--- config.mk ---
export PLATFORM = sky130hd
export DESIGN_NAME = dhcp_rx_top
export DESIGN_NICKNAME = d
export VERILOG_FILES = /design/src/logic/dhcp_pkg.sv /design/src/logic/dhcp_hdr_filter.sv /design/src/logic/dhcp_opt_parser.sv /design/src/logic/dhcp_rx_top.sv
export VERILOG_INCLUDE_DIRS = /design/src /design/src/include
export SDC_FILE = /design/constraint.sdc
export NUM_CORES = 1
export LEC_CHECK = 0
export ABC_AREA = 1
export BUFFER_PORTS_ARGS = -buffer_cell sky130_fd_sc_hd__buf_2
export CAP_MARGIN = 20
export CELL_PAD_IN_SITES_DETAIL_PLACEMENT = 1
export CELL_PAD_IN_SITES_GLOBAL_PLACEMENT = 1
export CORE_MARGIN = 8
export CORE_UTILIZATION = 44
export CTS_CLUSTER_DIAMETER = 100
export DETAILED_ROUTE_END_ITERATION = 7
export GPL_TIMING_DRIVEN = 1
export PLACE_DENSITY = 0.84
export SLEW_MARGIN = 5
export SYNTH_ARGS = -nofsm -noshare
export SYNTH_HDL_FRONTEND = slang
export SYNTH_SLANG_ARGS = --single-unit
--- constraint.sdc ---
create_clock -name rx_clock -period 11.3 [get_ports rx_clock]
set_input_delay 0.565 -clock rx_clock [delete_from_list [all_inputs] [get_ports rx_clock]]
set_output_delay 0.565 -clock rx_clock [all_outputs]
set_load 0.05 [all_outputs]
--- src/include/dhcp_settings.svh ---
/* Protocol constants for the DHCP receive path: BOOTP byte offsets, option codes
   and message types. Included by the RTL files that decode the payload. */

`ifndef DHCP_SETTINGS_SVH
`define DHCP_SETTINGS_SVH

// BOOTP fixed header
`define DHCP_OP_REPLY        8'h02   // BOOTREPLY, server to client
`define DHCP_XID_FIRST       9'd4    // xid occupies bytes 4..7, msb first
`define DHCP_YIADDR_FIRST    9'd16   // offered address, bytes 16..19
`define DHCP_CHADDR_FIRST    9'd28   // client mac, bytes 28..33
`define DHCP_OPT_FIRST       9'd240  // after the magic cookie at 236..239

// ----------------------------------------------------------------------
// option codes
// ----------------------------------------------------------------------
`define DHCP_OPT_PAD         8'd0
`define DHCP_OPT_END         8'd255
`define DHCP_OPT_MSG_TYPE    8'd53
`define DHCP_OPT_LEASE       8'd51   // lease time in seconds, 4 bytes
`define DHCP_OPT_SERVER_ID   8'd54   // server identifier, 4 bytes

// message type values carried in option 53
`define DHCP_MSG_OFFER       8'd2
`define DHCP_MSG_ACK         8'd5

`endif

--- src/logic/dhcp_pkg.sv ---
/* Shared types for the DHCP receive path, imported by the RTL and the testbench. */

`default_nettype none

package dhcp_pkg;

  // ----------------------------------------------------------------------
  // vectors with a protocol meaning
  // ----------------------------------------------------------------------
  typedef logic [7:0]  byte_t;      // one payload byte
  typedef logic [8:0]  byte_idx_t;  // index into the udp payload
  typedef logic [31:0] ip_addr_t;   // ipv4 address, network order
  typedef logic [47:0] mac_addr_t;  // ethernet mac
  typedef logic [31:0] xid_t;       // transaction id
  typedef logic [31:0] lease_t;     // lease duration in seconds

  // header filter states
  typedef enum logic [1:0] {
    HDR_IDLE,     // waiting for byte 0 of a payload
    HDR_FIELDS,   // inside the fixed bootp header
    HDR_OPTIONS,  // forwarding option bytes to the parser
    HDR_DISCARD   // frame rejected, wait for end of payload
  } hdr_state_t;

  // option parser states
  typedef enum logic [2:0] {
    OPT_CODE,      // expecting an option code
    OPT_LEN,       // expecting the option length
    OPT_MSG_TYPE,  // first value byte of option 53
    OPT_VALUE,     // collecting lease or server id bytes
    OPT_SKIP,      // dropping bytes of an option we do not use
    OPT_DONE       // list finished, idle until next start
  } opt_state_t;

endpackage

`default_nettype wire

--- src/logic/dhcp_hdr_filter.sv ---
/* Checks the BOOTP header of each payload against this station, captures the
   offered address and hands the option bytes on with one cycle of latency. */

`timescale 1ns/1ps
`default_nettype none

`include "dhcp_settings.svh"

module dhcp_hdr_filter (
  input  wire                       rx_clock,
  input  wire                       rst_n,
  input  wire  dhcp_pkg::byte_t     rx_data,
  input  wire                       rx_enable,
  input  wire                       dhcp_rx_active,
  input  wire  dhcp_pkg::xid_t      xid,
  input  wire  dhcp_pkg::mac_addr_t local_mac,
  output dhcp_pkg::ip_addr_t        ip_accept,   // last address offered to us
  output logic                      opt_valid,
  output dhcp_pkg::byte_t           opt_byte,
  output logic                      opt_start
);

  import dhcp_pkg::*;

  hdr_state_t state;
  byte_idx_t  byte_no;     // index of the next byte to arrive
  ip_addr_t   yiaddr_sh;   // offered address, assembled msb first
  mac_addr_t  chaddr_sh;   // client hardware address from the reply

  logic  strobe;           // a payload byte is present this cycle
  logic  in_xid;
  logic  in_yiaddr;
  logic  in_chaddr;
  logic  mac_check;        // chaddr fully assembled
  byte_t xid_byte;         // expected xid byte for the current index

  // ----------------------------------------------------------------------
  // byte position decode
  // ----------------------------------------------------------------------
  assign strobe    = dhcp_rx_active && rx_enable;

  assign in_xid    = (byte_no >= `DHCP_XID_FIRST) &&
                     (byte_no <  `DHCP_XID_FIRST + 9'd4);
  assign in_yiaddr = (byte_no >= `DHCP_YIADDR_FIRST) &&
                     (byte_no <  `DHCP_YIADDR_FIRST + 9'd4);
  assign in_chaddr = (byte_no >= `DHCP_CHADDR_FIRST) &&
                     (byte_no <  `DHCP_CHADDR_FIRST + 9'd6);

  // byte_no reaches 34 right after byte 33 was taken, so the compare
  // runs the cycle after the last chaddr byte whether or not 34 has come
  assign mac_check = (state == HDR_FIELDS) &&
                     (byte_no == `DHCP_CHADDR_FIRST + 9'd6);

  // xid goes out msb first, bytes 4..7 map to index bits 00..11
  always_comb begin
    case (byte_no[1:0])
      2'd0:    xid_byte = xid[31:24];
      2'd1:    xid_byte = xid[23:16];
      2'd2:    xid_byte = xid[15:8];
      default: xid_byte = xid[7:0];
    endcase
  end

  // ----------------------------------------------------------------------
  // header FSM
  // ----------------------------------------------------------------------
  always_ff @(posedge rx_clock or negedge rst_n) begin
    if (!rst_n) begin
      state     <= HDR_IDLE;
      byte_no   <= '0;
      ip_accept <= '0;
      opt_valid <= 1'b0;
      opt_start <= 1'b0;
    end else begin
      opt_valid <= 1'b0;  // single cycle strobes
      opt_start <= 1'b0;

      if (!dhcp_rx_active) begin
        // end of payload, rearm for the next frame
        state   <= HDR_IDLE;
        byte_no <= '0;
      end else begin
        case (state)
          HDR_IDLE: begin
            if (rx_enable) begin
              byte_no <= 9'd1;
              if (rx_data == `DHCP_OP_REPLY)
                state <= HDR_FIELDS;
              else
                state <= HDR_DISCARD;  // a request or junk, not for us
            end
          end

          HDR_FIELDS: begin
            if (rx_enable) begin
              byte_no <= byte_no + 9'd1;
              if (in_xid && (rx_data != xid_byte))
                state <= HDR_DISCARD;  // someone else's transaction
              if (byte_no == `DHCP_OPT_FIRST) begin
                opt_valid <= 1'b1;     // first option code
                opt_start <= 1'b1;
                state     <= HDR_OPTIONS;
              end
            end
            // placed after the strobe branch so a mismatch wins
            if (mac_check) begin
              if (chaddr_sh == local_mac)
                ip_accept <= yiaddr_sh;
              else
                state <= HDR_DISCARD;
            end
          end

          HDR_OPTIONS: begin
            if (rx_enable)
              opt_valid <= 1'b1;  // counter no longer needed here
          end

          default: begin
            // HDR_DISCARD holds until dhcp_rx_active drops
          end
        endcase
      end
    end
  end

  // ----------------------------------------------------------------------
  // payload capture
  // ----------------------------------------------------------------------
  always_ff @(posedge rx_clock) begin
    if (strobe && (state == HDR_FIELDS)) begin
      if (in_yiaddr)
        yiaddr_sh <= {yiaddr_sh[23:0], rx_data};
      if (in_chaddr)
        chaddr_sh <= {chaddr_sh[39:0], rx_data};
    end
    if (strobe)
      opt_byte <= rx_data;  // qualified downstream by opt_valid
  end

endmodule

`default_nettype wire

--- src/logic/dhcp_opt_parser.sv ---
/* Walks the DHCP option list of an accepted reply. Flags OFFER and ACK outcomes
   and latches lease and server identifier once the ACK list ends. */

`timescale 1ns/1ps
`default_nettype none

`include "dhcp_settings.svh"

module dhcp_opt_parser (
  input  wire                   rx_clock,
  input  wire                   rst_n,
  input  wire                   opt_valid,
  input  wire  dhcp_pkg::byte_t opt_byte,
  input  wire                   opt_start,     // new list begins with this byte
  output dhcp_pkg::lease_t      lease,
  output dhcp_pkg::ip_addr_t    server_ip,
  output logic                  offer_pulse,
  output logic                  dhcp_success,
  output logic                  dhcp_failed
);

  import dhcp_pkg::*;

  opt_state_t state;
  opt_state_t cur;         // state the current byte is decoded in
  byte_t      code;        // code of the option being read
  byte_t      remain;      // value bytes still to come, this one included
  logic       ack_seen;    // message type 5 seen in this list
  logic       ack_live;
  lease_t     lease_sh;    // shadow copies, published on END
  ip_addr_t   server_sh;

  // a start byte is always a code, whatever the previous list left behind
  assign cur      = opt_start ? OPT_CODE : state;
  assign ack_live = ack_seen && !opt_start;

  // ----------------------------------------------------------------------
  // option FSM
  // ----------------------------------------------------------------------
  always_ff @(posedge rx_clock or negedge rst_n) begin
    if (!rst_n) begin
      state        <= OPT_DONE;
      code         <= '0;
      remain       <= '0;
      ack_seen     <= 1'b0;
      lease        <= '0;
      server_ip    <= '0;
      offer_pulse  <= 1'b0;
      dhcp_success <= 1'b0;
      dhcp_failed  <= 1'b0;
    end else begin
      offer_pulse <= 1'b0;
      if (opt_valid) begin
        if (opt_start)
          ack_seen <= 1'b0;

        case (cur)
          OPT_CODE: begin
            if (opt_byte == `DHCP_OPT_END) begin
              state <= OPT_DONE;
              if (ack_live) begin
                lease        <= lease_sh;
                server_ip    <= server_sh;
                dhcp_success <= 1'b1;
                dhcp_failed  <= 1'b0;
              end
            end else if (opt_byte == `DHCP_OPT_PAD) begin
              state <= OPT_CODE;  // explicit, state may have been DONE
            end else begin
              code  <= opt_byte;
              state <= OPT_LEN;
            end
          end

          OPT_LEN: begin
            remain <= opt_byte;
            if (opt_byte == 8'd0)
              state <= OPT_CODE;    // empty option
            else if (code == `DHCP_OPT_MSG_TYPE)
              state <= OPT_MSG_TYPE;
            else if ((code == `DHCP_OPT_LEASE) || (code == `DHCP_OPT_SERVER_ID))
              state <= OPT_VALUE;
            else
              state <= OPT_SKIP;    // unknown, skip by length
          end

          OPT_MSG_TYPE: begin
            remain <= remain - 8'd1;
            if (opt_byte == `DHCP_MSG_OFFER) begin
              offer_pulse <= 1'b1;  // tx side answers with REQUEST
              state       <= OPT_DONE;
            end else if (opt_byte == `DHCP_MSG_ACK) begin
              ack_seen <= 1'b1;
              if (remain == 8'd1)
                state <= OPT_CODE;
              else
                state <= OPT_SKIP;
            end else begin
              // NAK or anything else ends the exchange
              dhcp_failed  <= 1'b1;
              dhcp_success <= 1'b0;
              state        <= OPT_DONE;
            end
          end

          OPT_VALUE, OPT_SKIP: begin
            remain <= remain - 8'd1;
            if (remain == 8'd1)
              state <= OPT_CODE;
          end

          default: begin
            // OPT_DONE ignores bytes until the next opt_start
          end
        endcase
      end
    end
  end

  // ----------------------------------------------------------------------
  // shadow registers
  // ----------------------------------------------------------------------
  // seeded from the outputs at list start so a missing option keeps
  // the previous value; longer options keep their last four bytes
  always_ff @(posedge rx_clock) begin
    if (opt_valid && opt_start) begin
      lease_sh  <= lease;
      server_sh <= server_ip;
    end else if (opt_valid && (cur == OPT_VALUE)) begin
      if (code == `DHCP_OPT_LEASE)
        lease_sh  <= {lease_sh[23:0], opt_byte};
      else
        server_sh <= {server_sh[23:0], opt_byte};
    end
  end

endmodule

`default_nettype wire

--- src/logic/dhcp_rx_top.sv ---
/* Receive side of the DHCP client. Feed it the UDP payload for port 68; it
   reports the offered address, lease, server and the outcome of the exchange. */

`timescale 1ns/1ps
`default_nettype none

module dhcp_rx_top (
  input  wire                      rx_clock,
  input  wire                      rst_n,
  // payload stream from the udp layer
  input  wire  dhcp_pkg::byte_t    rx_data,
  input  wire                      rx_enable,       // one byte per strobe
  input  wire                      dhcp_rx_active,  // high for the whole payload
  // station identity, held stable by the system
  input  wire  dhcp_pkg::xid_t     xid,
  input  wire  dhcp_pkg::mac_addr_t local_mac,
  // results
  output wire  dhcp_pkg::ip_addr_t ip_accept,
  output wire  dhcp_pkg::lease_t   lease,
  output wire  dhcp_pkg::ip_addr_t server_ip,
  output wire                      offer_pulse,     // request the tx side to send REQUEST
  output wire                      dhcp_success,
  output wire                      dhcp_failed
);

  import dhcp_pkg::*;

  // ----------------------------------------------------------------------
  // filter to parser link
  // ----------------------------------------------------------------------
  logic  opt_valid;  // one strobe per option byte
  byte_t opt_byte;
  logic  opt_start;  // first option byte of an accepted frame

  // header checks and yiaddr capture
  dhcp_hdr_filter u_hdr_filter (
    .rx_clock       (rx_clock),
    .rst_n          (rst_n),
    .rx_data        (rx_data),
    .rx_enable      (rx_enable),
    .dhcp_rx_active (dhcp_rx_active),
    .xid            (xid),
    .local_mac      (local_mac),
    .ip_accept      (ip_accept),
    .opt_valid      (opt_valid),
    .opt_byte       (opt_byte),
    .opt_start      (opt_start)
  );

  // option walk, one byte per clock, never stalls
  dhcp_opt_parser u_opt_parser (
    .rx_clock     (rx_clock),
    .rst_n        (rst_n),
    .opt_valid    (opt_valid),
    .opt_byte     (opt_byte),
    .opt_start    (opt_start),
    .lease        (lease),
    .server_ip    (server_ip),
    .offer_pulse  (offer_pulse),
    .dhcp_success (dhcp_success),
    .dhcp_failed  (dhcp_failed)
  );

endmodule

`default_nettype wire

==> impl_metrics.json <==
{
  "finalCriticalPeriod_ns": 2.954,
  "postCtsHoldBufs": 0,
  "grt_max_degree": 112,
  "clk_path_buf_depth": 3,
  "netlist_instances": 1240,
  "ys_warn_count": 0,
  "synth_area_per_cell_sq_um": 9.866,
  "fmaxAchievable_mhz": 338.5,
  "dr.pass1.iters": 4,
  "fin_tns_setup_ns": 0,
  "route.detailed.drc": 0,
  "core_sq_um": 27550,
  "grt_pass1_wl_mm": 53.68,
  "relSlewSlack_pct": 32.35,
  "start_kind": "register",
  "dieArea_sq_um": 33400,
  "intPower_uw": 1808,
  "ys_ff_latch": 284,
  "synth_top_cell_by_area": "edfxtp_1",
  "yosysSeqAreaShare_pct": 64.33,
  "synth_mux_area_share_pct": 0,
  "ys_types": 38,
  "hpwl_mm": 23.50,
  "period_share_pct": 26.14,
  "timing.final.hold_violations": 0,
  "floorplan.initialDensity_pct": 44.40,
  "h-tree-depth": 1,
  "synth_compound_area_share_pct": 8.396,
  "rsz0062_at_grt": "no",
  "diodes": 0,
  "fin_skew_ns": 0.01244,
  "final_nets": 1533,
  "hold_class": "in2async",
  "synth_top_family_by_area": "simple AND/OR/NAND/NOR gates",
  "end_kind": "register",
  "power_frac_seq_pct": 47.7,
  "first_iter_violations": 661,
  "grt_overflow_total": 0,
  "numClockSinks": 284,
  "port_buffers": 190,
  "rows": 61,
  "fin_cells": 1834,
  "power_frac_comb_pct": 10.6,
  "p_leak_uw": 0.006734,
  "hold_slack_ns": 0.08259,
  "wl_mm": 33.16,
  "insertion_delay_ns": 0.54,
  "die_w_um": 182.8,
  "ctsResizeCount": 0,
  "dp.cells": 1777,
  "switching_share_pct": 24.79,
  "synth_area_sq_um": 12230,
  "post_drt_wl_per_cell_um": 18.08,
  "layout-drive-gt1-share_pct": 18.54,
  "cts_buffers": 31,
  "gp_congestion": 0.8894,
  "crit_type": "reg2reg",
  "cts_tree": "yes",
  "p_sw_uw": 595.9,
  "ir_drop_v": 0.0001397,
  "synthToLayoutAreaGrowth_pct": 19.29,
  "final-setup-viol-count": 0,
  "synth-simple-area-share_pct": 16.96,
  "status": "completed",
  "die_h_um": 182.8,
  "grt_pass1_vias": 9940,
  "final_antenna_net_count": 0,
  "synth.top_cell.area_share_pct": 37.31,
  "ys_top_cells_by_area": "edfxtp_1 (37%), dfrtp_1 (27%), nand2_1 (12%)",
  "cap_violations": 0,
  "clkSlewWorstSetupHoldPaths_ns": 0.06,
  "track_usage_pct": 19.72,
  "slew_violations": 0,
  "layout_common_cells": "nand2_1 (382), buf_2 (189), inv_1 (153), edfxtp_1 (152), dfrtp_1 (130)",
  "synth_nets": 1341,
  "worstMarginPinSlew_ns": 1.015,
  "viasPerCell": 4.977,
  "layout_commonest_cell": "nand2_1",
  "power-per-cell-area_nw_per_um2": 164.7,
  "antenna_found_initial": 1,
  "clkPwrFrac_pct": 41.7,
  "critPathMaxFanout": 98,
  "worst_ep_arrival_time_ns": 3.33,
  "required_ns": 11.68,
  "cts-root-buf": "clkbuf_16",
  "synth-xor-area-share_pct": 3.150,
  "ios": 191,
  "vias": 9128,
  "synthAdderAreaFrac_pct": 0.9204,
  "cts_setup_buffers": 0
}
[kinds of logic (layout without fill, tap and decap cells)]
| group | after synthesis | in the layout |
|---|---|---|
| simple gates | 512 | 512 |
| flops | 284 | 284 |
| buf+inv | 196 | 412 |
| compound gates | 195 | 195 |
| xor+xnor | 44 | 44 |
| fa+ha+maj | 9 | 9 |
[flip-flops by register name (all words and copies together) (netlist names), 9 cells and up]
name and count:
u_opt_parser.server_sh 32, u_hdr_filter.yiaddr_sh 32, u_hdr_filter.ip_accept 32, u_opt_parser.lease 32, u_hdr_filter.chaddr_sh 48, u_hdr_filter.byte_no 9
u_opt_parser.server_ip 32, u_opt_parser.lease_sh 32
[power by group through the flow]
stage	clock (uW)	sequential, uW	combinational (uW)
after detailed placement	0	1170	253
final	1000	1150	256
after floorplan	0	1160	174
after global routing	1060	1150	295
after CTS	1020	1150	257
after global placement	0	1160	243
[Yosys cell counts, drive strengths merged]
cell     count
nand2      382
o21ai      168
inv        157
edfxtp     152
dfrtp      130
nor2        59
xnor2       40
nand3       34
buf         22
clkbuf      17
a21oi       12
nand4       10
ha           9
nor3         8
nand3b       7
or2          7
o211ai       5
nor4         4
xor2         4
dfstp        2
o22ai        2
a2111oi      1
a22o         1
a22oi        1
a31oi        1
a32o         1
nor3b        1
o21a         1
o31ai        1
o41ai        1
[path summary, 6_finish.rpt]
| path | to | cells past startpoint | startpoint | slack (ns) |
|---|---|---|---|---|
| setup / recovery | u_opt_parser.server_ip[12] | 8 | u_hdr_filter.opt_byte[1] | 8.35 |
| hold / removal | u_opt_parser.server_ip[31] | 1 | rst_n | 0.08 |
| setup reg to reg | u_opt_parser.server_ip[12] | 8 | u_hdr_filter.opt_byte[1] | 8.35 |
| hold reg to reg | u_hdr_filter.yiaddr_sh[28] | 0 | u_hdr_filter.yiaddr_sh[20] | 0.45 |
| max in group asynchronous | u_opt_parser.offer_pulse | 2 | rst_n | 9.92 |
| min in group rx_clock | u_hdr_filter.opt_byte[4] | 1 | rx_data[4] | 0.31 |
[worst max-delay path: stages (launching register included)]
cell and delay, ns:
edfxtp_1 0.48, nand4_1 0.14, nor3_1 0.24, nand4_1 0.23, nor2_4 0.49, clkinv_2 0.36, buf_4 0.51, nand2_1 0.18
o21ai_1 0.09
[area by class of cell]
| class | count | area (sq um) |
|---|---|---|
| Fill cell | 3097 | 12960 |
| Sequential cell | 284 | 7870 |
| Tap cell | 378 | 473.0 |
| Clock buffer | 47 | 905.9 |
| Multi-Input combinational cell | 760 | 3626 |
| Timing Repair Buffer | 198 | 1017 |
| Inverter | 157 | 590.6 |
| Clock inverter | 10 | 111.4 |
[metal layers]
layer	routed length, um	track usage (%)	part of all wire [%]
met1	13620	23.96	41
met2	17470	36.03	53
met3	1201	2.612	3.6
met4	858	5.838	2.6
met5	13	0	0.039
[through the flow]
stage          utilization [%]  setup slack [ns]  area, sq um  power [uW]
2_1_floorplan                -             2.126        12230        1332
3_3_place_gp             49.28             8.638        13580        1405
3_5_place_dp             49.28             8.433        13580        1420
4_1_cts                  52.97             8.398        14590        2424
5_1_grt                  52.97             8.187        14590        2504
6_report                 52.97             8.346        14590        2404
No activity file was read; power rests on OpenSTA's default activity.
